### src/source/text_pkg.sv
package text_pkg;

  // 7-bit ascii, matches the font rom address width
  typedef logic [6:0] char_code_t;

  // label occupies the first 16 text columns of a row
  localparam int LABEL_LEN = 16;
  // two score digits start right after the label
  localparam int SCORE_COL = 16;

  // pixel size of one text cell
  localparam int CELL_W = 8;
  localparam int CELL_H = 16;

  // punctuation and digits
  localparam char_code_t CODE_BLANK = 7'h20;
  localparam char_code_t CODE_COLON = 7'h3a;
  localparam char_code_t CODE_ZERO  = 7'h30;

  // upper case letters used by the labels
  localparam char_code_t CODE_CAP_B = 7'h42;
  localparam char_code_t CODE_CAP_D = 7'h44;
  localparam char_code_t CODE_CAP_E = 7'h45;
  localparam char_code_t CODE_CAP_L = 7'h4c;
  localparam char_code_t CODE_CAP_P = 7'h50;
  localparam char_code_t CODE_CAP_R = 7'h52;
  localparam char_code_t CODE_CAP_U = 7'h55;

  // lower case letters of "layer"
  localparam char_code_t CODE_A = 7'h61;
  localparam char_code_t CODE_E = 7'h65;
  localparam char_code_t CODE_L = 7'h6c;
  localparam char_code_t CODE_R = 7'h72;
  localparam char_code_t CODE_Y = 7'h79;

  // which label table a rom instance holds
  typedef enum logic {
    PLAYER_BLUE,
    PLAYER_RED
  } player_e;

endpackage

### src/source/video_pkg.sv
package video_pkg;

  // pixel coordinate, wide enough for any common raster total
  typedef logic [11:0] coord_t;

  // row inside a 16-line cell
  typedef logic [3:0] glyph_row_t;

  // column inside an 8-pixel cell
  typedef logic [2:0] glyph_col_t;

  // index into the 16-character label string
  typedef logic [3:0] label_idx_t;

endpackage

### src/source/video_timing.sv
module video_timing import video_pkg::*; #(
  parameter int H_ACTIVE = 640,
  parameter int H_FRONT  = 16,
  parameter int H_SYNC   = 96,
  parameter int H_BACK   = 48,
  parameter int V_ACTIVE = 480,
  parameter int V_FRONT  = 10,
  parameter int V_SYNC   = 2,
  parameter int V_BACK   = 33
) (
  input  logic   clk,
  input  logic   rst_n,
  output coord_t x,
  output coord_t y,
  output logic   hsync_raw,
  output logic   vsync_raw,
  output logic   active_raw
);

  // full frame size including blanking
  localparam int H_TOTAL = H_ACTIVE + H_FRONT + H_SYNC + H_BACK;
  localparam int V_TOTAL = V_ACTIVE + V_FRONT + V_SYNC + V_BACK;

  // sync pulse window, starts after active plus front porch
  localparam int H_SYNC_START = H_ACTIVE + H_FRONT;
  localparam int H_SYNC_END   = H_SYNC_START + H_SYNC;
  localparam int V_SYNC_START = V_ACTIVE + V_FRONT;
  localparam int V_SYNC_END   = V_SYNC_START + V_SYNC;

  coord_t h_cnt;
  coord_t v_cnt;
  coord_t h_next;
  coord_t v_next;

  // next counter values, line advances on horizontal wrap
  always_comb begin
    h_next = h_cnt + 1'b1;
    v_next = v_cnt;
    if (h_cnt == coord_t'(H_TOTAL - 1)) begin
      h_next = '0;
      if (v_cnt == coord_t'(V_TOTAL - 1)) begin
        v_next = '0;
      end else begin
        v_next = v_cnt + 1'b1;
      end
    end
  end

  // flags are decoded from the next count so they line up with x and y
  always_ff @(posedge clk) begin
    if (!rst_n) begin
      h_cnt      <= '0;
      v_cnt      <= '0;
      hsync_raw  <= 1'b1;
      vsync_raw  <= 1'b1;
      active_raw <= 1'b0;
    end else begin
      h_cnt      <= h_next;
      v_cnt      <= v_next;
      // active low sync pulses
      hsync_raw  <= !((h_next >= coord_t'(H_SYNC_START)) && (h_next < coord_t'(H_SYNC_END)));
      vsync_raw  <= !((v_next >= coord_t'(V_SYNC_START)) && (v_next < coord_t'(V_SYNC_END)));
      active_raw <= (h_next < coord_t'(H_ACTIVE)) && (v_next < coord_t'(V_ACTIVE));
    end
  end

  assign x = h_cnt;
  assign y = v_cnt;

endmodule

### src/source/label_rom.sv
module label_rom import text_pkg::*, video_pkg::*; #(
  parameter player_e PLAYER = PLAYER_BLUE
) (
  input  label_idx_t cell_idx,
  output char_code_t char_code
);

  // "BLUE   Player  :" or "RED    Player  :"
  // cells 7 to 15 are shared, only the name part differs
  always_comb begin
    char_code = CODE_BLANK;
    case (cell_idx)
      4'd0: char_code = (PLAYER == PLAYER_BLUE) ? CODE_CAP_B : CODE_CAP_R;
      4'd1: char_code = (PLAYER == PLAYER_BLUE) ? CODE_CAP_L : CODE_CAP_E;
      4'd2: char_code = (PLAYER == PLAYER_BLUE) ? CODE_CAP_U : CODE_CAP_D;
      4'd3: char_code = (PLAYER == PLAYER_BLUE) ? CODE_CAP_E : CODE_BLANK;
      // padding before the word Player
      4'd4: char_code = CODE_BLANK;
      4'd5: char_code = CODE_BLANK;
      4'd6: char_code = CODE_BLANK;
      4'd7: char_code = CODE_CAP_P;
      4'd8: char_code = CODE_L;
      4'd9: char_code = CODE_A;
      4'd10: char_code = CODE_Y;
      4'd11: char_code = CODE_E;
      4'd12: char_code = CODE_R;
      // gap then colon ahead of the score digits
      4'd13: char_code = CODE_BLANK;
      4'd14: char_code = CODE_BLANK;
      4'd15: char_code = CODE_COLON;
      default: char_code = CODE_BLANK;
    endcase
  end

endmodule

### src/source/score_digits.sv
module score_digits import text_pkg::*; (
  input  logic       clk,
  input  logic       rst_n,
  input  logic       blue_inc,
  input  logic       red_inc,
  input  logic       score_clear,
  output char_code_t blue_tens,
  output char_code_t blue_ones,
  output char_code_t red_tens,
  output char_code_t red_ones
);

  // bcd digits, tens in the upper nibble
  logic [7:0] blue_bcd;
  logic [7:0] red_bcd;

  // two-digit bcd increment, 99 rolls over to 00
  function automatic logic [7:0] bcd_inc(input logic [7:0] val);
    logic [3:0] tens;
    logic [3:0] ones;
    tens = val[7:4];
    ones = val[3:0];
    if (ones == 4'd9) begin
      ones = 4'd0;
      // carry into tens
      if (tens == 4'd9) begin
        tens = 4'd0;
      end else begin
        tens = tens + 4'd1;
      end
    end else begin
      ones = ones + 4'd1;
    end
    return {tens, ones};
  endfunction

  // clear takes priority over either increment
  always_ff @(posedge clk) begin
    if (!rst_n || score_clear) begin
      blue_bcd <= 8'h00;
      red_bcd  <= 8'h00;
    end else begin
      if (blue_inc) begin
        blue_bcd <= bcd_inc(blue_bcd);
      end
      if (red_inc) begin
        red_bcd <= bcd_inc(red_bcd);
      end
    end
  end

  // ascii digit is '0' plus the digit value
  assign blue_tens = CODE_ZERO + {3'b000, blue_bcd[7:4]};
  assign blue_ones = CODE_ZERO + {3'b000, blue_bcd[3:0]};
  assign red_tens  = CODE_ZERO + {3'b000, red_bcd[7:4]};
  assign red_ones  = CODE_ZERO + {3'b000, red_bcd[3:0]};

endmodule

### src/source/text_layer.sv
module text_layer import text_pkg::*, video_pkg::*; (
  input  logic       clk,
  input  logic       rst_n,
  input  coord_t     x,
  input  coord_t     y,
  input  logic       hsync_raw,
  input  logic       vsync_raw,
  input  logic       active_raw,
  output label_idx_t cell_idx,
  input  char_code_t blue_label,
  input  char_code_t red_label,
  input  char_code_t blue_tens,
  input  char_code_t blue_ones,
  input  char_code_t red_tens,
  input  char_code_t red_ones,
  output logic       hsync,
  output logic       vsync,
  output logic       active,
  output char_code_t char_code,
  output glyph_row_t glyph_row,
  output glyph_col_t glyph_col
);

  // cell sizes are powers of two, so split by bit slicing
  localparam int COL_BITS = $clog2(CELL_W);
  localparam int ROW_BITS = $clog2(CELL_H);

  coord_t     text_col;
  coord_t     text_row;
  char_code_t sel_code;

  assign text_col = x >> COL_BITS;
  assign text_row = y >> ROW_BITS;

  // both label roms are addressed with the same column
  assign cell_idx = text_col[$bits(label_idx_t)-1:0];

  // character select, blank outside active video
  always_comb begin
    sel_code = CODE_BLANK;
    if (active_raw) begin
      if (text_col < coord_t'(LABEL_LEN)) begin
        if (text_row == coord_t'(0)) begin
          sel_code = blue_label;
        end else if (text_row == coord_t'(1)) begin
          sel_code = red_label;
        end
      end else if (text_col == coord_t'(SCORE_COL)) begin
        // tens digit
        if (text_row == coord_t'(0)) begin
          sel_code = blue_tens;
        end else if (text_row == coord_t'(1)) begin
          sel_code = red_tens;
        end
      end else if (text_col == coord_t'(SCORE_COL + 1)) begin
        // ones digit
        if (text_row == coord_t'(0)) begin
          sel_code = blue_ones;
        end else if (text_row == coord_t'(1)) begin
          sel_code = red_ones;
        end
      end
    end
  end

  // control and character, sync idles high
  always_ff @(posedge clk) begin
    if (!rst_n) begin
      hsync     <= 1'b1;
      vsync     <= 1'b1;
      active    <= 1'b0;
      char_code <= CODE_BLANK;
    end else begin
      hsync     <= hsync_raw;
      vsync     <= vsync_raw;
      active    <= active_raw;
      char_code <= sel_code;
    end
  end

  // glyph position inside the cell, same stage as char_code
  always_ff @(posedge clk) begin
    glyph_row <= y[ROW_BITS-1:0];
    glyph_col <= x[COL_BITS-1:0];
  end

endmodule

### src/source/scoreboard_top.sv
module scoreboard_top import text_pkg::*, video_pkg::*; #(
  parameter int H_ACTIVE = 640,
  parameter int H_FRONT  = 16,
  parameter int H_SYNC   = 96,
  parameter int H_BACK   = 48,
  parameter int V_ACTIVE = 480,
  parameter int V_FRONT  = 10,
  parameter int V_SYNC   = 2,
  parameter int V_BACK   = 33
) (
  input  logic       clk,
  input  logic       rst_n,
  input  logic       blue_inc,
  input  logic       red_inc,
  input  logic       score_clear,
  output logic       hsync,
  output logic       vsync,
  output logic       active,
  output char_code_t char_code,
  output glyph_row_t glyph_row,
  output glyph_col_t glyph_col
);

  // raster position and raw flags
  coord_t     x;
  coord_t     y;
  logic       hsync_raw;
  logic       vsync_raw;
  logic       active_raw;
  // label lookup
  label_idx_t cell_idx;
  char_code_t blue_label;
  char_code_t red_label;
  // score digits as ascii
  char_code_t blue_tens;
  char_code_t blue_ones;
  char_code_t red_tens;
  char_code_t red_ones;

  video_timing #(
    .H_ACTIVE (H_ACTIVE),
    .H_FRONT  (H_FRONT),
    .H_SYNC   (H_SYNC),
    .H_BACK   (H_BACK),
    .V_ACTIVE (V_ACTIVE),
    .V_FRONT  (V_FRONT),
    .V_SYNC   (V_SYNC),
    .V_BACK   (V_BACK)
  ) u_video_timing (
    .clk        (clk),
    .rst_n      (rst_n),
    .x          (x),
    .y          (y),
    .hsync_raw  (hsync_raw),
    .vsync_raw  (vsync_raw),
    .active_raw (active_raw)
  );

  // one rom per player row
  label_rom #(.PLAYER(PLAYER_BLUE)) u_blue_label (
    .cell_idx  (cell_idx),
    .char_code (blue_label)
  );

  label_rom #(.PLAYER(PLAYER_RED)) u_red_label (
    .cell_idx  (cell_idx),
    .char_code (red_label)
  );

  score_digits u_score_digits (
    .clk         (clk),
    .rst_n       (rst_n),
    .blue_inc    (blue_inc),
    .red_inc     (red_inc),
    .score_clear (score_clear),
    .blue_tens   (blue_tens),
    .blue_ones   (blue_ones),
    .red_tens    (red_tens),
    .red_ones    (red_ones)
  );

  text_layer u_text_layer (
    .clk        (clk),
    .rst_n      (rst_n),
    .x          (x),
    .y          (y),
    .hsync_raw  (hsync_raw),
    .vsync_raw  (vsync_raw),
    .active_raw (active_raw),
    .cell_idx   (cell_idx),
    .blue_label (blue_label),
    .red_label  (red_label),
    .blue_tens  (blue_tens),
    .blue_ones  (blue_ones),
    .red_tens   (red_tens),
    .red_ones   (red_ones),
    .hsync      (hsync),
    .vsync      (vsync),
    .active     (active),
    .char_code  (char_code),
    .glyph_row  (glyph_row),
    .glyph_col  (glyph_col)
  );

endmodule

### config.mk
export PLATFORM = sky130hd
export DESIGN_NAME = scoreboard_top
export DESIGN_NICKNAME = d
export VERILOG_FILES = /design/src/source/text_pkg.sv /design/src/source/video_pkg.sv /design/src/source/video_timing.sv /design/src/source/label_rom.sv /design/src/source/score_digits.sv /design/src/source/text_layer.sv /design/src/source/scoreboard_top.sv
export SDC_FILE = /design/constraint.sdc
export NUM_CORES = 1
export LEC_CHECK = 0
export BUFFER_PORTS_ARGS = -buffer_cell sky130_fd_sc_hd__clkbuf_2
export CAP_MARGIN = 10
export CELL_PAD_IN_SITES_DETAIL_PLACEMENT = 2
export CELL_PAD_IN_SITES_GLOBAL_PLACEMENT = 2
export CORE_MARGIN = 2
export CORE_UTILIZATION = 34
export DETAILED_ROUTE_END_ITERATION = 10
export GPL_ROUTABILITY_DRIVEN = 0
export PLACE_DENSITY = 0.72
export SYNTH_ARGS = -nofsm -noshare
export SYNTH_HDL_FRONTEND = slang
export SYNTH_SLANG_ARGS = --single-unit
export TNS_END_PERCENT = 5
### constraint.sdc
create_clock -name clk -period 2.6 [get_ports clk]
set_input_delay 0 -clock clk [delete_from_list [all_inputs] [get_ports clk]]
set_output_delay 0 -clock clk [all_outputs]
set_load 0.02 [all_outputs]
Word-level counts from Yosys, hierarchy flattened
Memories as Yosys holds them, arrays and structs flattened. A register that Yosys moved wholly into a read port is not among the register bits.
Index checks and enable logic that the tools add are counted.
{"block": "classes", "add_sub_neg": 10, "magnitude_cmp": 7, "eq_ne": 9, "muxes": 18, "reduce_logical": 11}
{"operator": "$mux W7", "n": 9}
{"operator": "$mux W12", "n": 3}
{"operator": "$add A6 B4 Y7 const A", "n": 4}
{"operator": "$add A12 B1 Y12 const B", "n": 2}
{"operator": "$eq A12 B10 Y1 const B", "n": 2}
{"operator": "$lt A12 B10 Y1 const B", "n": 2}
{"operator": "$lt A12 B9 Y1 const B", "n": 2}
{"operator": "$mux W4", "n": 6}
{"operator": "$eq A9 B5 Y1 const B", "n": 2}
{"operator": "$add A4 B1 Y4 const B", "n": 4}
{"operator": "$eq A4 B4 Y1 const B", "n": 4}
{"operator": "$ge A12 B10 Y1 const B", "n": 1}
{"operator": "$ge A12 B9 Y1 const B", "n": 1}
{"operator": "$logic_not A12 Y1", "n": 1}
{"operator": "$lt A9 B5 Y1 const B", "n": 1}
{"operator": "$eq A8 B1 Y1 const B", "n": 1}
{"operator": "$reduce_and A2 Y1", "n": 3}
{"operator": "$logic_and A1 B1 Y1", "n": 3}
{"operator": "$logic_not A1 Y1", "n": 3}
{"operator": "$logic_or A1 B1 Y1", "n": 1}
{"block": "word_totals", "register_bits": 60, "rom_bits": 224, "input_bits": 5, "output_inout_bits": 17, "wordCells": 72, "mem_count": 2}
{"name": "(no name shown)", "depth": 16, "width": 7, "rd": 1, "rd_clocked_by_memory_dff": 1, "write_ports": 0, "line_no": "label_rom.sv:12", "source": "case (cell_idx)"}
{"name": "(no name shown)", "depth": 16, "width": 7, "rd": 1, "rd_clocked_by_memory_dff": 1, "write_ports": 0, "line_no": "label_rom.sv:12"}

Depth between registers and ports, before layout
Gate-level depths: netlist of the first run.
{"block": "depth", "ltp_word": 6, "mapped_depth": 9, "depth_no_buf": 9}

Cells and area by module
From an unflattened synthesis of the first run, not the netlist that was laid out.
{"block": "unflattened", "cells_unflattened": 413, "hier_area_um2": 3704.8}
{"module": "video_timing", "instances": 1, "cells_per_inst": 179, "area_per_inst_um2": 1536.5}
{"module": "text_layer", "instances": 1, "cells_per_inst": 84, "area_per_inst_um2": 909.6}
{"module": "score_digits", "instances": 1, "cells_per_inst": 100, "area_per_inst_um2": 857.1}
{"module": "label_rom (u_red_label)", "instances": 1, "cells_per_inst": 25, "area_per_inst_um2": 209.0}
{"module": "label_rom (u_blue_label)", "instances": 1, "cells_per_inst": 25, "area_per_inst_um2": 192.7}

Least setup slack after synthesis of the first run
No wires, ideal clock.
{"block": "synth_path", "path_type": "register -> register", "from": "register u_video_timing.h_cnt[0] (netlist: u_video_timing.x[0])", "to": "register, netlist name u_blue_label.char_code[4]", "arrival_time_ps": 2365, "required_time_ps": 2469, "setup_slack_ps": 104, "path_stages_with_launch": 10, "synth_period_minus_slack_ps": 2496, "cell_sequence": "dfxtp_1 ha_1 nand4_1 clkbuf_1 o41ai_2 or2_2 inv_1 ha_1 a31oi_1 a22oi_1"}
{"block": "synth_via", "elab_chain_cells": 3, "elab_cells_between_ends": 4, "classes_between": "add/sub (1); eq/ne (1); mux (2)"}
{"item": "from (decl)", "line_no": "video_timing.sv:30", "source": "coord_t h_cnt;"}
{"item": "from (signal assigned)", "line_no": "video_timing.sv:58", "source": "h_cnt <= h_next;"}
{"item": "$add A12 B1 Y12 / $eq A12 B10 Y1 (equally long branches)", "line_no": "video_timing.sv:37, video_timing.sv:39"}
{"item": "$mux W12 *", "line_no": "video_timing.sv:39", "source": "if (h_cnt == coord_t'(H_TOTAL - 1)) begin"}
{"item": "$mux W4 (no line) *"}
Mark *: on every way between the ends. The rest lies on a longest branch, timed or not.
A chain may end at the register's enable or synchronous reset.

Worst setup path in the final report of the first run
{"block": "layout_path", "from": "register u_video_timing.h_cnt[7] (netlist: u_video_timing.x[7])", "to": "register u_video_timing.vsync_raw"}
{"block": "layout_via", "elab_chain_cells": 5, "elab_cells_between_ends": 6, "classes_between": "order compare (2); eq/ne (1); mux (1); reduce/logical (2)"}
{"item": "$eq A12 B10 Y1 *", "line_no": "video_timing.sv:39"}
{"item": "$mux W12 *", "line_no": "video_timing.sv:39"}
{"item": "$ge A12 B9 Y1 / $lt A12 B9 Y1 (equally long branches)", "line_no": "video_timing.sv:62", "source": "vsync_raw <= !((v_next >= coord_t'(V_SYNC_START)) && (v_next < coord_t'(V_SYNC_END)));"}
{"item": "$logic_and A1 B1 Y1 *", "line_no": "video_timing.sv:62"}
{"item": "$logic_not A1 Y1 *", "line_no": "video_timing.sv:62"}
{"item": "to (signal assigned)", "line_no": "video_timing.sv:62"}
{"item": "to (decl)", "line_no": "video_timing.sv:16", "source": "output logic vsync_raw,"}
Marks and branches as above.

==> results of run 1 <==
## layout make-up
class	count	area (um2)	share of cell area
well taps	133	166	0.0422
clock inverters	7	71.3	0.0181
flip-flops and latches	73	1460	0.371
multi-input cells	268	1810	0.459
repair buffers	40	253	0.0641
inverters	15	56.3	0.0143
clock buffers	9	124	0.0314
## sequential cells by signal (all words and copies together), names as in the netlist, 3 cells and up
name,count
u_text_layer.glyph_col,3
u_score_digits.red_bcd,8
u_red_label.char_code,6
u_score_digits.blue_bcd,8
u_video_timing.x,12
u_blue_label.char_code,7
u_text_layer.glyph_row,4
u_video_timing.y,12
u_text_layer.char_code,7
## timing repair
| item | CTS | global route |
|---|---|---|
| setup endpoints to repair | 0 | 3 |
| hold endpoints to repair | 4 | 0 |
| buffers inserted | 0 | 0 |
| hold buffers | 2 | 0 |
| resized for setup | 0 | 6 |
## worst min path at each step
| stage | to | slack (ps) | cells after the start | start |
|---|---|---|---|---|
| detailed placement | u_score_digits.red_bcd[0] | 290 | 3 | red_inc |
| global placement | u_score_digits.blue_bcd[0] | 280 | 3 | blue_inc |
| CTS | u_text_layer.vsync | 3 | 2 | rst_n |
| finish | u_text_layer.vsync | 20 | 2 | rst_n |
| global route | u_text_layer.vsync | 40 | 2 | rst_n |
| floorplan | u_text_layer.active | 110 | 2 | rst_n |
## synth_stat cells, drive strengths merged, types with 2 or more instances
cell type	instances	share of area
dfxtp	73	0.43
nor2	37	0.041
nand2	23	0.026
o21ai	22	0.033
a21oi	16	0.024
nand3	16	0.024
inv	15	0.017
xnor2	12	0.031
xor2	11	0.029
clkbuf	10	0.011
mux2i	10	0.030
nand4	10	0.019
nor2b	9	0.017
nor3	9	0.013
or3	9	0.017
ha	8	0.030
and3	6	0.011
buf	6	0.011
nor3b	6	0.013
nor4	6	0.011
or4	6	0.017
nand2b	5	0.0093
a31oi	4	0.0074
mux4	4	0.027
a21o	3	0.0067
a22oi	3	0.0067
nand4b	3	0.0078
or2	3	0.0056
a211o	2	0.0052
a32o	2	0.0059
and4	2	0.0056
nand3b	2	0.0044
o211ai	2	0.0044
o21a	2	0.0044
or4b	2	0.0070
or4bb	2	0.0067
## kinds of logic after synthesis
group / Yosys count
and+or+nand+nor: 160
DFF: 73
muxes: 14
AOI/OAI and AO/OA: 63
adders and majority gates: 8
buffers and inverters: 31
xor gates and xnor gates: 23
## power by group
| group | internal (mW) | switching, mW |
|---|---|---|
| Sequential | 1.13 | 0.0106 |
| Clock | 0.440 | 0.453 |
| Combinational | 0.0256 | 0.0452 |
| Total | 1.60 | 0.509 |
## through the flow
| stage | hold WS [ps] | std cells | utilization | worst slack, ps | area (um2) |
|---|---|---|---|---|---|
| after CTS | 2.83 | 545 | 0.405 | 112 | 3920 |
| after detailed placement | 291 | 527 | 0.383 | 144 | 3700 |
| after global routing | 41.6 | 545 | 0.407 | 44.7 | 3940 |
| after global placement | 283 | 527 | 0.383 | 222 | 3700 |
| final | 22.9 | 545 | 0.407 | 137 | 3940 |
| after floorplan | 112 | 372 | - | 104 | 3370 |
## routing by layer
metal  wire, um  up-vias
li1           -     1403
met5          0        -
met3        215       11
met4        126        0
met2       5010       25
met1       4560     1448
## cells in the final DEF (no fill, tap or decap), types with 12 or more instances in the layout
master                     Yosys  routed
sky130_fd_sc_hd__o21ai_0      20      20
sky130_fd_sc_hd__nor2_1       37      37
sky130_fd_sc_hd__buf_4         0      17
sky130_fd_sc_hd__a21oi_1      16      16
sky130_fd_sc_hd__dfxtp_1      73      72
sky130_fd_sc_hd__inv_1        15      15
sky130_fd_sc_hd__nand3_1      16      16
sky130_fd_sc_hd__clkbuf_2      0      21
sky130_fd_sc_hd__xnor2_1      12      12
sky130_fd_sc_hd__nand2_1      23      23
==> Implementation_results.wiki, run 1 <==
{| class="wikitable"
! Metric !! Value
|-
| Most heavily used metal layer in global routing || met2
|-
| Final count of pins violating max slew || 0
|-
| Die width || between 100 and 150 um
|-
| Syn. warnings || 0
|-
| GR Util met1 || 0.238
|-
| Total of max-cap violations || 0
|-
| Min cycle time layout || roughly 2500 ps
|-
| Power Density || about 530 nW/um2
|-
| Largest net degree at the start of global routing || 17
|-
| Sum of negative setup slack || 0 ps
|-
| Total power of the final layout || between 2 and 2.5 mW
|-
| Number of I/O pins || 22
|-
| Crit end category || flip-flop
|-
| Initial core utilization || 0.348
|-
| Fraction of registers with async set/reset || 0
|-
| Number of global-route vias before repair || slightly above 3k
|-
| Global-route usage over all layers || 0.193
|-
| Antenna Nets Post-Route || 0
|-
| CP arrival || roughly 2700 ps
|-
| Pleak || 1.49 nW
|-
| Clock tree skew after final layout || around 8.6 ps
|-
| Pin slew with the least headroom to its limit || between 600 and 700 ps
|-
| Slowest library cell on the worst path || sky130_fd_sc_hd__or4_1
|-
| Remaining max-slew budget at the tightest pin || 0.554
|-
| Number of cells on the critical path || 5
|-
| Number of nets in the layout || 420
|-
| Crit path cell chain || or3_1 -> or4_1 -> or3_1 -> o211ai_1 -> nand4b_1
|-
| Delay contributed by the slowest stage of the critical path || ~580 ps
|-
| Maximum net fanout on the critical path || 8
|-
| Maximum achievable frequency || roughly 0.41 GHz
|-
| Clock insertion delay at the later pin of the skew report || 370 ps
|-
| Synth Area per Inst || between 9 and 10 um2
|-
| Post-synth top flop || sky130_fd_sc_hd__dfxtp_1
|-
| Distinct cell type count of the synthesized netlist || between 50 and 60
|-
| Compound-gate portion of the synthesized area || 0.117
|-
| Met3 capacity usage during global routing || 0.0409
|-
| Adder-cell share of the synthesized area || 0.0297
|-
| DRC marker count from the first detailed-route iteration || 93
|-
| First-pass GRT wire length || 16500 um
|-
| Total nets after synthesis || 385
|-
| Maximum clock insertion buffer count || 2
|-
| Post-DR wirelength/cell || between 15 and 20 um
|-
| Initial antenna violation count || 0
|-
| Destination of the worst register-to-register timing path || u_video_timing.vsync_raw
|-
| Maximum vdd ir drop || between 0.0002 and 0.0003 V
|-
| Gate Count Post-Synth || 372
|-
| Cells on worst reg2reg path || 5
|-
| Buf/Inv on CP || 0
|-
| Vias/cell || 5.30
|-
| Htree depth || 3
|-
| Total standard cell area after synthesis || approximately 3400 um2
|-
| Worst setup endpoint || u_video_timing.vsync_raw
|-
| DRC viols || 0
|-
| Data required time at the worst endpoint || around 2800 ps
|-
| Count of clock tree sinks || 73
|-
| Main combinational cell family by area after synthesis || simple AND/OR/NAND/NOR gates
|-
| Crit path launch type || flip-flop
|-
| Number of endpoints failing setup at the final stage || 0
|-
| Simple-gate share of the synthesized area || 0.265
|-
| Area grow syn2layout || 16.9%
|-
| Worst R2R Start || u_video_timing.x[7]
|-
| Pre-antenna DRT Iters || 4
|-
| Fraction of synthesized cell area in xor and xnor cells || 0.0597
|-
| Number of storage elements in the synthesis netlist || 73
|-
| TritonCTS Buffers || 9
|-
| Clock root buffer master || sky130_fd_sc_hd__clkbuf_8
|-
| Placeable core region || slightly below 10000 um2
|-
| Class of the most critical hold timing path || in2reg
|-
| Num rows || 36
|-
| Final antenna diode count || 0
|-
| Endpoints failing hold || 0
|-
| Unrepaired setup endpoints after global routing || no
|-
| Post-synthesis mux area share || 0.0564
|-
| Wire length after detailed routing || approximately 10000 um
|-
| Die Area || roughly 11000 um2
|-
| Part of the Yosys area used for sequential elements || 0.433
|-
| Congestion Overflow GR || 0
|-
| Met2 Resource Use GR || 0.339
|-
| Count of buffers from port buffering || 21
|-
| TritonCTS clock tree || done
|-
| Worst setup path startpoint || u_video_timing.x[7]
|-
| Result of the run || finished, final reports clean
|-
| HPWL after DPL || 7300 um
|-
| Worst-case register-to-register setup slack || around 140 ps
|-
| Number of synthesized flops with an enable pin || 0
|-
| Family of cells with the greatest summed delay on the critical path || simple AND/OR/NAND/NOR gates
|-
| Via count || between 2k and 3k
|-
| Period Utilization, post-route || 0.947
|-
| Filler cell count || 1103
|-
| Share of post-route cells with drive strength above 1 || 0.182
|-
| Dominant cell type by count on the critical path || sky130_fd_sc_hd__or3_1
|-
| Critical path type || reg2reg
|-
| Clock transition at path regs || 80 ps
|-
| Die height || 104 um
|}
Note: power is estimated with default switching activity, not from simulation.
==> run 2, diff against run 1 <==
Settings changed: CTS_BUF_LIST from default to sky130_fd_sc_hd__clkbuf_16.
==> run 2 against run 1 <==
  * First-iteration DRC count fell by 5.4%
  * Largest cell class unchanged
  * Worst hold slack gained 11 ps
  * Combinational power fell by 1%
  * Die area stayed put
  * Design area is 2.4% higher
  * Maximum frequency hardly changed
  * Clock power rose by 39%
  * Core utilization is 0.99 points higher
  * Setup slack lost 2.3 ps
  * Global-route usage is 0.81 points higher
  * Clock-buffer cell count unchanged
  * Register-to-register slack is essentially flat
==> Implementation_results.wiki, run 2 (synthesis results as in run 1) <==
{| class="wikitable"
! Metric !! Value
|-
| Result of the run || finished, final reports clean
|-
| Slowest library cell on the worst path || sky130_fd_sc_hd__or4_1
|-
| Hold worst-path end || u_text_layer.vsync
|-
| DRC viols || 0
|-
| Post-route insts no fill || ~550
|-
| Top layer in use || met4
|-
| Count of buffers from port buffering || 21
|-
| Cells on worst reg2reg path || 7
|-
| Area grow syn2layout || 19.7%
|-
| Maximum vdd ir drop || 0.000372 V
|-
| Power Density || a little over 600 nW/um2
|-
| Via count || slightly below 3k
|-
| Critical path type || reg2reg
|-
| TritonCTS clock tree || done
|-
| Initial core utilization || 0.348
|-
| Final count of pins violating max slew || 0
|-
| Final antenna diode count || 0
|-
| Sum of met3 wire segment lengths after detailed routing || just under 300 um
|-
| First-pass GRT wire length || approximately 17000 um
|-
| Total of max-cap violations || 0
|-
| Pre-antenna DRT Iters || 4
|-
| Class of the most critical hold timing path || in2reg
|-
| Crit path cell chain || ha_1 -> nand4_1 -> buf_4 -> or4_1 -> or3_1 -> o211ai_1 -> nand4b_1
|-
| DRC marker count from the first detailed-route iteration || between 80 and 90
|-
| Data required time at the worst endpoint || around 2800 ps
|-
| Most frequent cells in the layout || 73 x sky130_fd_sc_hd__dfxtp_1, 37 x sky130_fd_sc_hd__nor2_1, 23 x sky130_fd_sc_hd__nand2_1
|-
| TritonCTS Buffers || 9
|-
| Share of post-route cells with drive strength above 1 || 0.177
|-
| Family of cells with the greatest summed delay on the critical path || simple AND/OR/NAND/NOR gates
|-
| Endpoints failing hold || 0
|-
| Vias/cell || 5.31
|-
| Clock root buffer master || sky130_fd_sc_hd__clkbuf_16
|-
| Die height || 104 um
|-
| Total power of the final layout || roughly 2.5 mW
|-
| HPWL after DPL || about 7300 um
|-
| Number of global-route vias before repair || around 3.2k
|-
| Number of nets in the layout || between 400 and 500
|-
| Unrepaired setup endpoints after global routing || yes
|-
| Number of I/O pins || 22
|-
| Htree depth || 3
|-
| Pin slew with the least headroom to its limit || ~660 ps
|-
| Congestion Overflow GR || 0
|-
| Buf/Inv on CP || 1
|-
| Placeable core region || 9680 um2
|-
| Die width || between 100 and 150 um
|-
| Period Utilization, post-route || 0.948
|-
| Maximum achievable frequency || about 0.4 GHz
|-
| Post-CTS setup repair buffer count || 0
|-
| Min-delay src || rst_n
|-
| Destination of the worst register-to-register timing path || u_video_timing.vsync_raw
|-
| Clock transition at path regs || approximately 60 ps
|-
| Initial antenna violation count || 0
|-
| Maximum net fanout on the critical path || 13
|-
| Clock tree skew after final layout || 6.31 ps
|-
| Pleak || about 1.5 nW
|-
| Count of clock tree sinks || 73
|-
| Min cycle time layout || roughly 2500 ps
|-
| Dpl cells || roughly 530
|-
| Crit end category || flip-flop
|-
| Worst R2R Start || u_video_timing.x[1]
|-
| CP arrival || around 2700 ps
|-
| Number of endpoints failing setup at the final stage || 0
|-
| Post-Route M1 WL || between 4000 and 5000 um
|-
| Remaining max-slew budget at the tightest pin || 0.557
|-
| Clock insertion delay at the later pin of the skew report || roughly 350 ps
|-
| Maximum clock insertion buffer count || 2
|-
| Sum of negative setup slack || 0 ps
|-
| Wire length after detailed routing || 10100 um
|-
| Antenna Nets Post-Route || 0
|-
| Largest net degree at the start of global routing || 17
|-
| Worst-case register-to-register setup slack || 130 ps
|-
| Die Area || about 11000 um2
|-
| Post-DR wirelength/cell || ~19 um
|-
| Global-route usage over all layers || 0.201
|-
| Num rows || 36
|-
| Crit path launch type || flip-flop
|-
| Routed met2 length || 5060 um
|-
| Hold Path Cell Cnt || 2
|-
| Delay contributed by the slowest stage of the critical path || between 500 and 600 ps
|-
| Most common cell after layout, fill and taps aside || sky130_fd_sc_hd__dfxtp_1
|}
==> run 2: cell count changes in the layout (fill, tap and decap cells not counted) <==
cell and delta:
sky130_fd_sc_hd__nor4b_1 +1, sky130_fd_sc_hd__clkbuf_8 -9, sky130_fd_sc_hd__dfxtp_1 +1, sky130_fd_sc_hd__nor4b_2 -1, sky130_fd_sc_hd__clkbuf_16 +9, sky130_fd_sc_hd__ha_2 -1
sky130_fd_sc_hd__nor3_2 +1, sky130_fd_sc_hd__nor3_1 -1, sky130_fd_sc_hd__ha_1 +1, sky130_fd_sc_hd__dfxtp_2 -1
==> run 2: worst reg2reg max path: cells and delay by family, from the launching register on <==
family / cells / cell delay [ps]
and+or+nand+nor: 4 / 1240
DFF: 1 / 390
AOI/OAI and AO/OA: 1 / 260
adders and majority gates: 1 / 230
buffers and inverters: 1 / 200
==> run 2: final cells by class <==
| cell class | count | area (um2) |
|---|---|---|
| Fill cell | 1081 | 5650 |
| Multi-Input combinational cell | 268 | 1810 |
| Sequential cell | 73 | 1460 |
| Timing Repair Buffer | 40 | 253 |
| Clock buffer | 9 | 225 |
| Tap cell | 133 | 166 |
| Clock inverter | 7 | 71.3 |
| Inverter | 15 | 56.3 |
==> run 2: what timing repair did <==
item | in CTS | in global routing
hold buffers | 2 | 0
endpoints found under the hold margin | 2 | 0
resized for setup | 0 | 4
endpoints found under the setup margin | 0 | 3
==> run 2: power breakdown <==
group	internal [mW]	leakage [nW]	switching (mW)	total [mW]
clock network	0.740	0.137	0.499	1.24
logic	0.0250	0.807	0.0451	0.0701
registers	1.13	0.591	0.0106	1.14
total	1.90	1.54	0.555	2.45
==> run 2: routing by layer <==
metal / up-vias / track usage
li1: 1404 / -
met1: 1442 / 0.238
met2: 32 / 0.348
met3: 17 / 0.0560
met4: 0 / 0.0705
met5: - / 0
==> run 2: worst max path at each step <==
stage	endpoint	depth (start not counted)	startpoint
CTS	u_video_timing.vsync_raw	7	u_video_timing.x[1]
finish	u_video_timing.vsync_raw	7	u_video_timing.x[1]
global placement	u_video_timing.vsync_raw	7	u_video_timing.x[1]
floorplan	u_blue_label.char_code[4]	9	u_video_timing.x[0]
detailed placement	u_video_timing.vsync_raw	7	u_video_timing.x[1]
global route	u_video_timing.active_raw	7	u_video_timing.x[1]
==> run 2: per-stage QoR <==
stage | setup WS, ps | utilization | area [um2] | hold slack [ps]
after floorplan | 104 | - | 3370 | 112
after global placement | 222 | 0.383 | 3700 | 283
after detailed placement | 144 | 0.383 | 3700 | 291
after CTS | 127 | 0.415 | 4020 | 29.0
after global routing | -22.1 | 0.417 | 4040 | 61.6
final | 135 | 0.417 | 4040 | 33.8
